<file path="config.mk">
export PLATFORM = sky130hd
export DESIGN_NAME = board_top
export DESIGN_NICKNAME = d
export VERILOG_FILES = /design/src/board_pkg.sv /design/src/cen_gen.sv /design/src/system_ctrl.sv /design/src/input_mapper.sv /design/src/audio_dac.sv /design/src/board_top.sv
export SDC_FILE = /design/constraint.sdc
export NUM_CORES = 1
export LEC_CHECK = 0
export ABC_AREA = 1
export BUFFER_PORTS_ARGS = -buffer_cell sky130_fd_sc_hd__buf_2
export CAP_MARGIN = 15
export CORE_MARGIN = 3
export CORE_UTILIZATION = 30
export DETAILED_ROUTE_END_ITERATION = 12
export GPL_TIMING_DRIVEN = 0
export PLACE_DENSITY = 0.7
export REMOVE_ABC_BUFFERS = 1
export SYNTH_ARGS = -nofsm -noshare
export SYNTH_HDL_FRONTEND = slang
export SYNTH_SLANG_ARGS = --single-unit
</file>
<file path="constraint.sdc">
create_clock -name clk_rgb -period 1.7 [get_ports clk_rgb]
set_input_delay 0.085 -clock clk_rgb [delete_from_list [all_inputs] [get_ports clk_rgb]]
set_output_delay 0.085 -clock clk_rgb [all_outputs]
set_load 0.01 [all_outputs]
</file>
<file path="src/board_pkg.sv">
// ~~~~~~~~~~~~~~~~~~~~~~~~~~~~~~~~~~~~~~~~
// Board support layer shared definitions
//   Setup word type and its bit positions
//   Board and game joystick words
//   Game input bundle, DIP bank, clock enables
// ~~~~~~~~~~~~~~~~~~~~~~~~~~~~~~~~~~~~~~~~

package board_pkg;

    // Setup word from the I/O controller, active high fields
    typedef logic [31:0] status_t;

    localparam int ST_PAUSE      = 1;
    localparam int ST_LEVEL_LO   = 2;  // 2 bits, difficulty
    localparam int ST_TEST       = 4;
    localparam int ST_LIVES_LO   = 5;  // 2 bits
    localparam int ST_BONUS_LO   = 7;  // 2 bits
    localparam int ST_INVINCIBLE = 10;
    localparam int ST_RESET      = 15; // Reset request from the OSD

    // {pause, coin, start, b2, b1, up, down, left, right}, active high
    typedef logic [8:0] board_joy_t;

    // Game side joystick, active low, same order as board bits 5:0
    typedef logic [5:0] joy_t;

    typedef struct packed {
        joy_t       joystick1;
        joy_t       joystick2;
        logic [1:0] coin;       // Active low, bit 0 is player 1
        logic [1:0] start;      // Active low
        logic       pause;      // Active high level
    } game_input_t;

    // DIP bank, all fields active low except invincible
    typedef struct packed {
        logic       pause;
        logic [1:0] level;
        logic       test;
        logic       upright;
        logic [1:0] planes;
        logic [2:0] price;
        logic [1:0] bonus;
        logic       invincible;
    } dip_t;

    typedef struct packed {
        logic cen12;
        logic cen6;
        logic cen3;
        logic cen1p5;
    } cen_t;

endpackage

</file>
<file path="src/cen_gen.sv">
// ~~~~~~~~~~~~~~~~~~~~~~~~~~~~~~~~~~~~~~~~
// Clock enable generator
//   4-bit divider of the pixel clock
//   Nested 12, 6, 3 and 1.5 MHz strobes
// ~~~~~~~~~~~~~~~~~~~~~~~~~~~~~~~~~~~~~~~~

`timescale 1ns/10ps

module cen_gen (
    input  logic              clk_rgb,
    input  logic              reset,
    output board_pkg::cen_t   cen
);

    logic [3:0] div_cnt;

    always_ff @(posedge clk_rgb) begin
        if (reset) begin
            div_cnt <= 4'd0;
        end else begin
            div_cnt <= div_cnt + 4'd1; // Free running, wraps every 16
        end
    end

    // Decoded straight from the count, no extra register stage
    always_comb begin
        cen.cen12  = div_cnt[0];
        cen.cen6   = &div_cnt[1:0];
        cen.cen3   = &div_cnt[2:0];
        cen.cen1p5 = &div_cnt;
    end

    // Game logic relies on slower enables landing on faster ones
    a_cen_nested : assert property (
        @(posedge clk_rgb) disable iff (reset)
        (cen.cen6 -> cen.cen12) && (cen.cen3 -> cen.cen6) && (cen.cen1p5 -> cen.cen3)
    ) else $error("cen strobes not nested");

endmodule

</file>
<file path="src/system_ctrl.sv">
// ~~~~~~~~~~~~~~~~~~~~~~~~~~~~~~~~~~~~~~~~
// System control
//   Setup word to active-low DIP bank
//   Held game reset
//   Status LED
// ~~~~~~~~~~~~~~~~~~~~~~~~~~~~~~~~~~~~~~~~

`timescale 1ns/10ps

module system_ctrl (
    input  logic               clk_rgb,
    input  logic               reset,
    input  board_pkg::status_t status,
    input  logic               downloading,
    input  logic               game_pause,
    output board_pkg::dip_t    dip,
    output logic               game_reset,
    output logic               led
);

    import board_pkg::*;

    // Every switch off, cheat off
    localparam dip_t DIP_IDLE = '{
        pause      : 1'b1,
        level      : 2'b11,
        test       : 1'b1,
        upright    : 1'b1,
        planes     : 2'b11,
        price      : 3'b111,
        bonus      : 2'b11,
        invincible : 1'b0
    };

    always_ff @(posedge clk_rgb) begin
        if (reset) begin
            dip <= DIP_IDLE;
        end else begin
            // OSD pause or player pause both stop the game
            dip.pause      <= ~(status[ST_PAUSE] | game_pause);
            dip.level      <= ~status[ST_LEVEL_LO +: 2];
            dip.test       <= ~status[ST_TEST];
            dip.upright    <= 1'b0;                       // Cocktail cabinet
            dip.planes     <= ~status[ST_LIVES_LO +: 2];
            dip.price      <= 3'b111;                     // 1 coin, 1 credit
            dip.bonus      <= ~status[ST_BONUS_LO +: 2];
            dip.invincible <= status[ST_INVINCIBLE];
        end
    end

    // Game stays in reset while ROMs load or the OSD asks for it
    always_ff @(posedge clk_rgb) begin
        game_reset <= reset | downloading | status[ST_RESET];
        led        <= ~downloading | reset; // Dark only during a download
    end

    a_reset_holds_game : assert property (
        @(posedge clk_rgb) reset |=> game_reset
    ) else $error("game_reset low after system reset");

endmodule

</file>
<file path="src/input_mapper.sv">
// ~~~~~~~~~~~~~~~~~~~~~~~~~~~~~~~~~~~~~~~~
// Input mapper
//   Board joysticks to active-low game inputs
//   Coin and start per player
//   Pause latch toggled by either player
// ~~~~~~~~~~~~~~~~~~~~~~~~~~~~~~~~~~~~~~~~

`timescale 1ns/10ps

module input_mapper (
    input  logic                   clk_rgb,
    input  logic                   reset,
    input  board_pkg::board_joy_t  board_joystick1,
    input  board_pkg::board_joy_t  board_joystick2,
    output board_pkg::game_input_t game_in
);

    logic pause_lvl;   // Either player holding pause
    logic pause_prev;
    logic pause_rise;  // Registered press edge

    assign pause_lvl = board_joystick1[8] | board_joystick2[8];

    always_ff @(posedge clk_rgb) begin
        if (reset) begin
            pause_prev <= 1'b0;
            pause_rise <= 1'b0;
        end else begin
            pause_prev <= pause_lvl;
            pause_rise <= pause_lvl & ~pause_prev;
        end
    end

    always_ff @(posedge clk_rgb) begin
        if (reset) begin
            game_in.joystick1 <= '1;
            game_in.joystick2 <= '1;
            game_in.coin      <= 2'b11;
            game_in.start     <= 2'b11;
            game_in.pause     <= 1'b0;
        end else begin
            game_in.joystick1 <= ~board_joystick1[5:0];
            game_in.joystick2 <= ~board_joystick2[5:0];
            game_in.coin      <= ~{board_joystick2[7], board_joystick1[7]};
            game_in.start     <= ~{board_joystick2[6], board_joystick1[6]};
            game_in.pause     <= game_in.pause ^ pause_rise; // Toggle per press
        end
    end

    // A pause flip must trace back to a press two samples earlier
    a_pause_on_press : assert property (
        @(posedge clk_rgb) disable iff (reset)
        $changed(game_in.pause) && !$past(reset) |-> $past(pause_lvl && !pause_prev, 2)
    ) else $error("pause toggled without a press");

endmodule

</file>
<file path="src/audio_dac.sv">
// ~~~~~~~~~~~~~~~~~~~~~~~~~~~~~~~~~~~~~~~~
// Audio DAC
//   First-order sigma-delta modulator
//   Unsigned sample in, one-bit stream out
// ~~~~~~~~~~~~~~~~~~~~~~~~~~~~~~~~~~~~~~~~

`timescale 1ns/10ps

module audio_dac #(
    parameter int DAC_W = 9
) (
    input  logic             clk_rgb,
    input  logic             reset,
    input  logic [DAC_W-1:0] snd,
    output logic             snd_pwm
);

    logic [DAC_W:0] acc;      // Extra bit holds the carry
    logic [DAC_W:0] acc_next;

    // Carry is dropped each cycle, the residue keeps the error
    assign acc_next = {1'b0, acc[DAC_W-1:0]} + {1'b0, snd};

    always_ff @(posedge clk_rgb) begin
        if (reset) begin
            acc <= '0;
        end else begin
            acc <= acc_next;
        end
    end

    // Ones density tracks snd / 2**DAC_W
    assign snd_pwm = acc[DAC_W];

    a_pwm_known : assert property (
        @(posedge clk_rgb) disable iff (reset)
        !$isunknown(snd_pwm)
    ) else $error("snd_pwm unknown");

endmodule

</file>
<file path="src/board_top.sv">
// ~~~~~~~~~~~~~~~~~~~~~~~~~~~~~~~~~~~~~~~~
// Board support top level
//   Clock enables, system control,
//   input mapping and audio DAC
// ~~~~~~~~~~~~~~~~~~~~~~~~~~~~~~~~~~~~~~~~

`timescale 1ns/10ps

module board_top #(
    parameter int DAC_W = 9
) (
    input  logic                   clk_rgb,
    input  logic                   reset,
    input  board_pkg::status_t     status,
    input  logic                   downloading,
    input  board_pkg::board_joy_t  board_joystick1,
    input  board_pkg::board_joy_t  board_joystick2,
    input  logic [DAC_W-1:0]       snd,
    output board_pkg::cen_t        cen,
    output board_pkg::dip_t        dip,
    output logic                   game_reset,
    output board_pkg::game_input_t game_in,
    output logic                   snd_pwm,
    output logic                   led
);

    cen_gen u_cen (
        .clk_rgb     ( clk_rgb       ),
        .reset       ( reset         ),
        .cen         ( cen           )
    );

    system_ctrl u_ctrl (
        .clk_rgb     ( clk_rgb       ),
        .reset       ( reset         ),
        .status      ( status        ),
        .downloading ( downloading   ),
        .game_pause  ( game_in.pause ), // Player pause joins the DIP pause
        .dip         ( dip           ),
        .game_reset  ( game_reset    ),
        .led         ( led           )
    );

    input_mapper u_inputs (
        .clk_rgb         ( clk_rgb         ),
        .reset           ( reset           ),
        .board_joystick1 ( board_joystick1 ),
        .board_joystick2 ( board_joystick2 ),
        .game_in         ( game_in         )
    );

    audio_dac #(
        .DAC_W       ( DAC_W         )
    ) u_dac (
        .clk_rgb     ( clk_rgb       ),
        .reset       ( reset         ),
        .snd         ( snd           ),
        .snd_pwm     ( snd_pwm       )
    );

endmodule

</file>
# After elaboration in Yosys (flattened, before gate mapping)

Index checks and enable logic that the tools add are counted.

Bits in registers: 48
Input port bits: 62
Output and inout port bits: 37
Word-level logic and storage cells: 43

$add $sub $neg: 2
Multiplexer cells: 1
Bitwise gates (word level): 18
Reductions and logical operators: 3

Operators with widths:

| kind                                        | count |
|---|---|
| inverter 6 bit                              | 2 |
| adder 9 x 9 -> 10 bit                       | 1 |
| inverter 2 bit                              | 5 |
| two-way mux 9 bit                           | 1 |
| bitwise OR 1 bit                            | 5 |
| adder 4 x 1 -> 4 bit, second input constant | 1 |
| inverter 1 bit                              | 4 |
| AND reduction 4 bit                         | 1 |
| AND reduction 3 bit                         | 1 |
| AND reduction 2 bit                         | 1 |
| bitwise AND 1 bit                           | 1 |
| bitwise XOR 1 bit                           | 1 |

# Longest topological paths before layout

Word-level depth: 2
Depth in mapped cells: 10
Depth with buffers taken out: 10

# Modules after synthesis

From an unflattened synthesis, not the netlist that was laid out.

Cell total of the unflattened synthesis: 212
Area, all modules: 1,721.7 µm²

Modules (own cells, without submodules):

| module       | times used | cells an instance | area each (µm²) | sequential area each (µm²) |
|---|---|---|---|---|
| audio_dac    | 1          | 117               | 743.2           | 200.2 |
| input_mapper | 1          | 44                | 483.0           | 380.4 |
| system_ctrl  | 1          | 31                | 327.8           | 240.2 |
| cen_gen      | 1          | 20                | 167.7           | 80.1 |

# Least setup slack after synthesis

Ideal clock, no wire load.

Kind: register to register
Start: register u_dac.acc[0]
End: register u_dac.acc[8]
Library setup time: 115 ps
Arrival time: 1,328 ps
Data required time: 1,585 ps
Slack: 257 ps
Stages on the path, launching flop included: 10
Buffers on the path: 0
Period minus slack after synthesis: 1,443 ps
Cells stage by stage: dfxtp_1 ha_1 inv_1 fa_1 inv_1 nand2_1 nand2_1 nand3_1 a21oi_1 nor2_1

Cells in the longest elaborated chain, start to end: 1

RTL lines:

| element                | RTL line        | text |
|---|---|---|
| from (decl)            | audio_dac.sv:18 | `logic [DAC_W:0] acc;` |
| from (signal assigned) | audio_dac.sv:28 | `acc <= acc_next;` |
| adder 9 x 9 -> 10 bit  | audio_dac.sv:22 | `assign acc_next = {1'b0, acc[DAC_W-1:0]} + {1'b0, snd};` |

No other way between the ends.
A chain may end at the register's enable or synchronous reset.

# Worst setup path in the final report

Ends and elaborated chain as after synthesis.

==> results.md <==
- Placed insts: 343
- Sequential cell area fraction in the yosys report: between 50% and 60%
- Final WL: roughly 4000 um
- Crit path buf inv count: 2
- Commonest non-fill, non-tap cell in the layout: buf_2
- Clock Path Buffers: 2
- Total CTS buffers: 5
- Maximum clock frequency: approximately 660 MHz
- Post-synth EDFFs: 0
- Hold Fails Final Rpt: 0
- Cell Count, Final, Fillers Out: 380
- Die W: between 80 and 90 um
- Most frequent cells in the layout: buf_2, nand2_1, dfxtp_1, dlygate4sd3_1, inv_1
- Synth Instances: just over 200
- Max H-tree Level: 2
- Detail Route Antenna Nets: 0
- Placer Congestion: 0.754
- Largest net degree at the start of global routing: 35
- FF+latch count, synth: between 40 and 50
- Crit Path Class: register to register
- Clk slew on worst S/H paths: about 0.090 ns
- Starting DRT DRC Count: 28
- Slew @ Worst Pin: around 0.56 ns
- Total global-route track usage: about an eighth
- Setup TNS: 0 ns
- Critical path's largest stage delay: 0.34 ns
- Multi-input gate area: approximately 660 um2
- Fillers: ~520
- Detail Placement HPWL: 2680 um
- Post-CTS Setup Bufs: 0
- FF+latch area: 901 um2
- Layout cells sized above 1: between 20% and 30%
- Critical path's top delay family: adder cells
- Critical path's most frequent cell: inv_1
- Share of the synthesized area in the top cell type: 52.9%
- Crit path cell chain: ha_2 > inv_1 > fa_2 > inv_1 > nand2_1 > nand2_2 > nand3_1 > a21oi_2 > nor2_1
- Minimum clock period: around 1.5 ns
- Hold WC Path Type: input pin to register
- Critical path's slowest cell: fa_2
- Gr ovfl total: 0
- Clock Latency Late Sink: just under 0.3 ns
- Final period util: between 80% and 90%
- PD cells: 985 nW/um2
- Worst Clk Skew: around 0.0086 ns
- Die Footprint: 6620 um2
- Dpl cell area: between 2000 and 2500 um2
- Area leader, netlist: dfxtp_1
- DR DRC count: 0
- Boundary Pins: between 90 and 100
- CP endpoint kind: register
- Rel. slew slack: 62.8%
- I/O Buffers: between 70 and 80
- CTS tree: yes
- Root Buffer: clkbuf_8
- MaxCap Viol Count: 0
- Final setup vio count: 0
- Mapped Area: between 1500 and 2000 um2
- Clock Sink Count: 45
- Final instance area: roughly 2500 um2
- Initial antenna violation count: 0
- Critical Path RT: around 1.9 ns
- Row count: 26
- Global-route wire length before repair: ~6200 um
- Worst EP arrival: around 1.7 ns
- Worst hold slack: roughly 0.02 ns
- Syn_area_per_cell: between 8 and 9 um2
- Crit start category: register
- Main synth FF type: dfxtp_1
- DR vias: approximately 1,600
- Power, Total: between 2 and 2.5 mW
- RSZ-0062 raised after global routing: false
- Final #Nets: roughly 380
- Status: finished clean
- Pleak: about 1.3 nW
- Area growth, synth to finish: 45.7%
- Synth warnings: 0
- Starting density of the core: around a third
- CP max FO: 3
- Core area: 5300 um2
- Drt wl/cell: 10.5 um
- Netlist cell types: 22
- Via density: 4.12
- Chip Height: roughly 81 um
- Peak VDD IR: 0.593 mV
- Final Slew Violations: 0
- Largest cells by area after synthesis: dfxtp_1, nand2_1, ha_1
- Async S/R FF share, synth: 0%
- DRT Pass-1 Iters: 4
- Vias in the first global route: roughly 1,500
==> registers in the layout (all words and copies together), names as in the netlist <==
register             flops
u_ctrl.led               1
u_inputs.pause_rise      1
u_cen.div_cnt            4
u_ctrl.game_reset        1
u_ctrl.dip              10
u_inputs.pause_prev      1
u_dac.acc               10
u_inputs.game_in        17
==> kinds of logic (layout without fill, tap and decap cells) <==
| logic type | after synthesis | in the layout | share of synthesized area (%) |
|---|---|---|---|
| buf+inv | 38 | 138 | 9.77 |
| other cells | 1 | 4 | 0.220 |
| xor+xnor | 1 | 1 | 0.514 |
| fa+ha+maj | 12 | 12 | 9.25 |
| compound gates | 13 | 13 | 3.82 |
| simple gates | 97 | 97 | 23.6 |
| flops | 45 | 45 | 52.9 |
==> what timing repair did <==
action,in CTS,in global routing
gates resized for setup,0,4
hold buffers,28,0
hold endpoints to repair,27,0
setup endpoints to repair,0,3
==> tightest hold or removal path: stages <==
cell	delay, ns
buf_2	0.08
nor2_1	0.04
nor2_1	0.07
==> final cells by class <==
type	instances	share of cell area (%)
Tap cell	70	3.53
Antenna cell	1	0.101
Multi-Input combinational cell	126	26.4
Clock buffer	6	2.92
Clock inverter	2	0.403
Timing Repair Buffer	101	26.0
Sequential cell	45	36.3
Inverter	29	4.38
==> power by group <==
group          internal [mW]  switching, mW
clock                  0.285          0.344
combinational          0.282          0.351
sequential              1.15         0.0303
total                   1.72          0.725
==> cell usage after synthesis (2+ instances only) <==
cell and number:
inv_1 27, a21oi_1 10, buf_4 6, inv_2 2
ha_1 11, nor2_1 21, dfxtp_1 45, clkbuf_1 2
nand2_1 60, nand3_1 9, o21ai_0 3
==> metal layers <==
layer	up-vias	part of all wire [%]	GRT usage [%]
met5	-	0	0
met4	0	0.68	4.22
met3	4	8.0	4.55
met2	61	51	21.4
met1	679	41	13.6
li1	823	-	-
==> per-stage QoR <==
step	setup WS, ns	utilization [%]
finish	0.174	46.8
global route	0.00900	46.8
CTS	0.0803	46.6
detailed placement	0.108	39.7
global placement	0.103	39.7
floorplan	0.257	-
==> final timing paths <==
path,from,end,slack [ns],cells after the start
setup / recovery,u_dac.acc[0],u_dac.acc[8],0.17,9
hold / removal,board_joystick1[8],u_inputs.pause_prev,0.02,3
setup reg to reg,u_dac.acc[0],u_dac.acc[8],0.17,9
hold reg to reg,u_inputs.pause_prev,u_inputs.pause_rise,0.40,1
(Power assumes the default switching activity.)
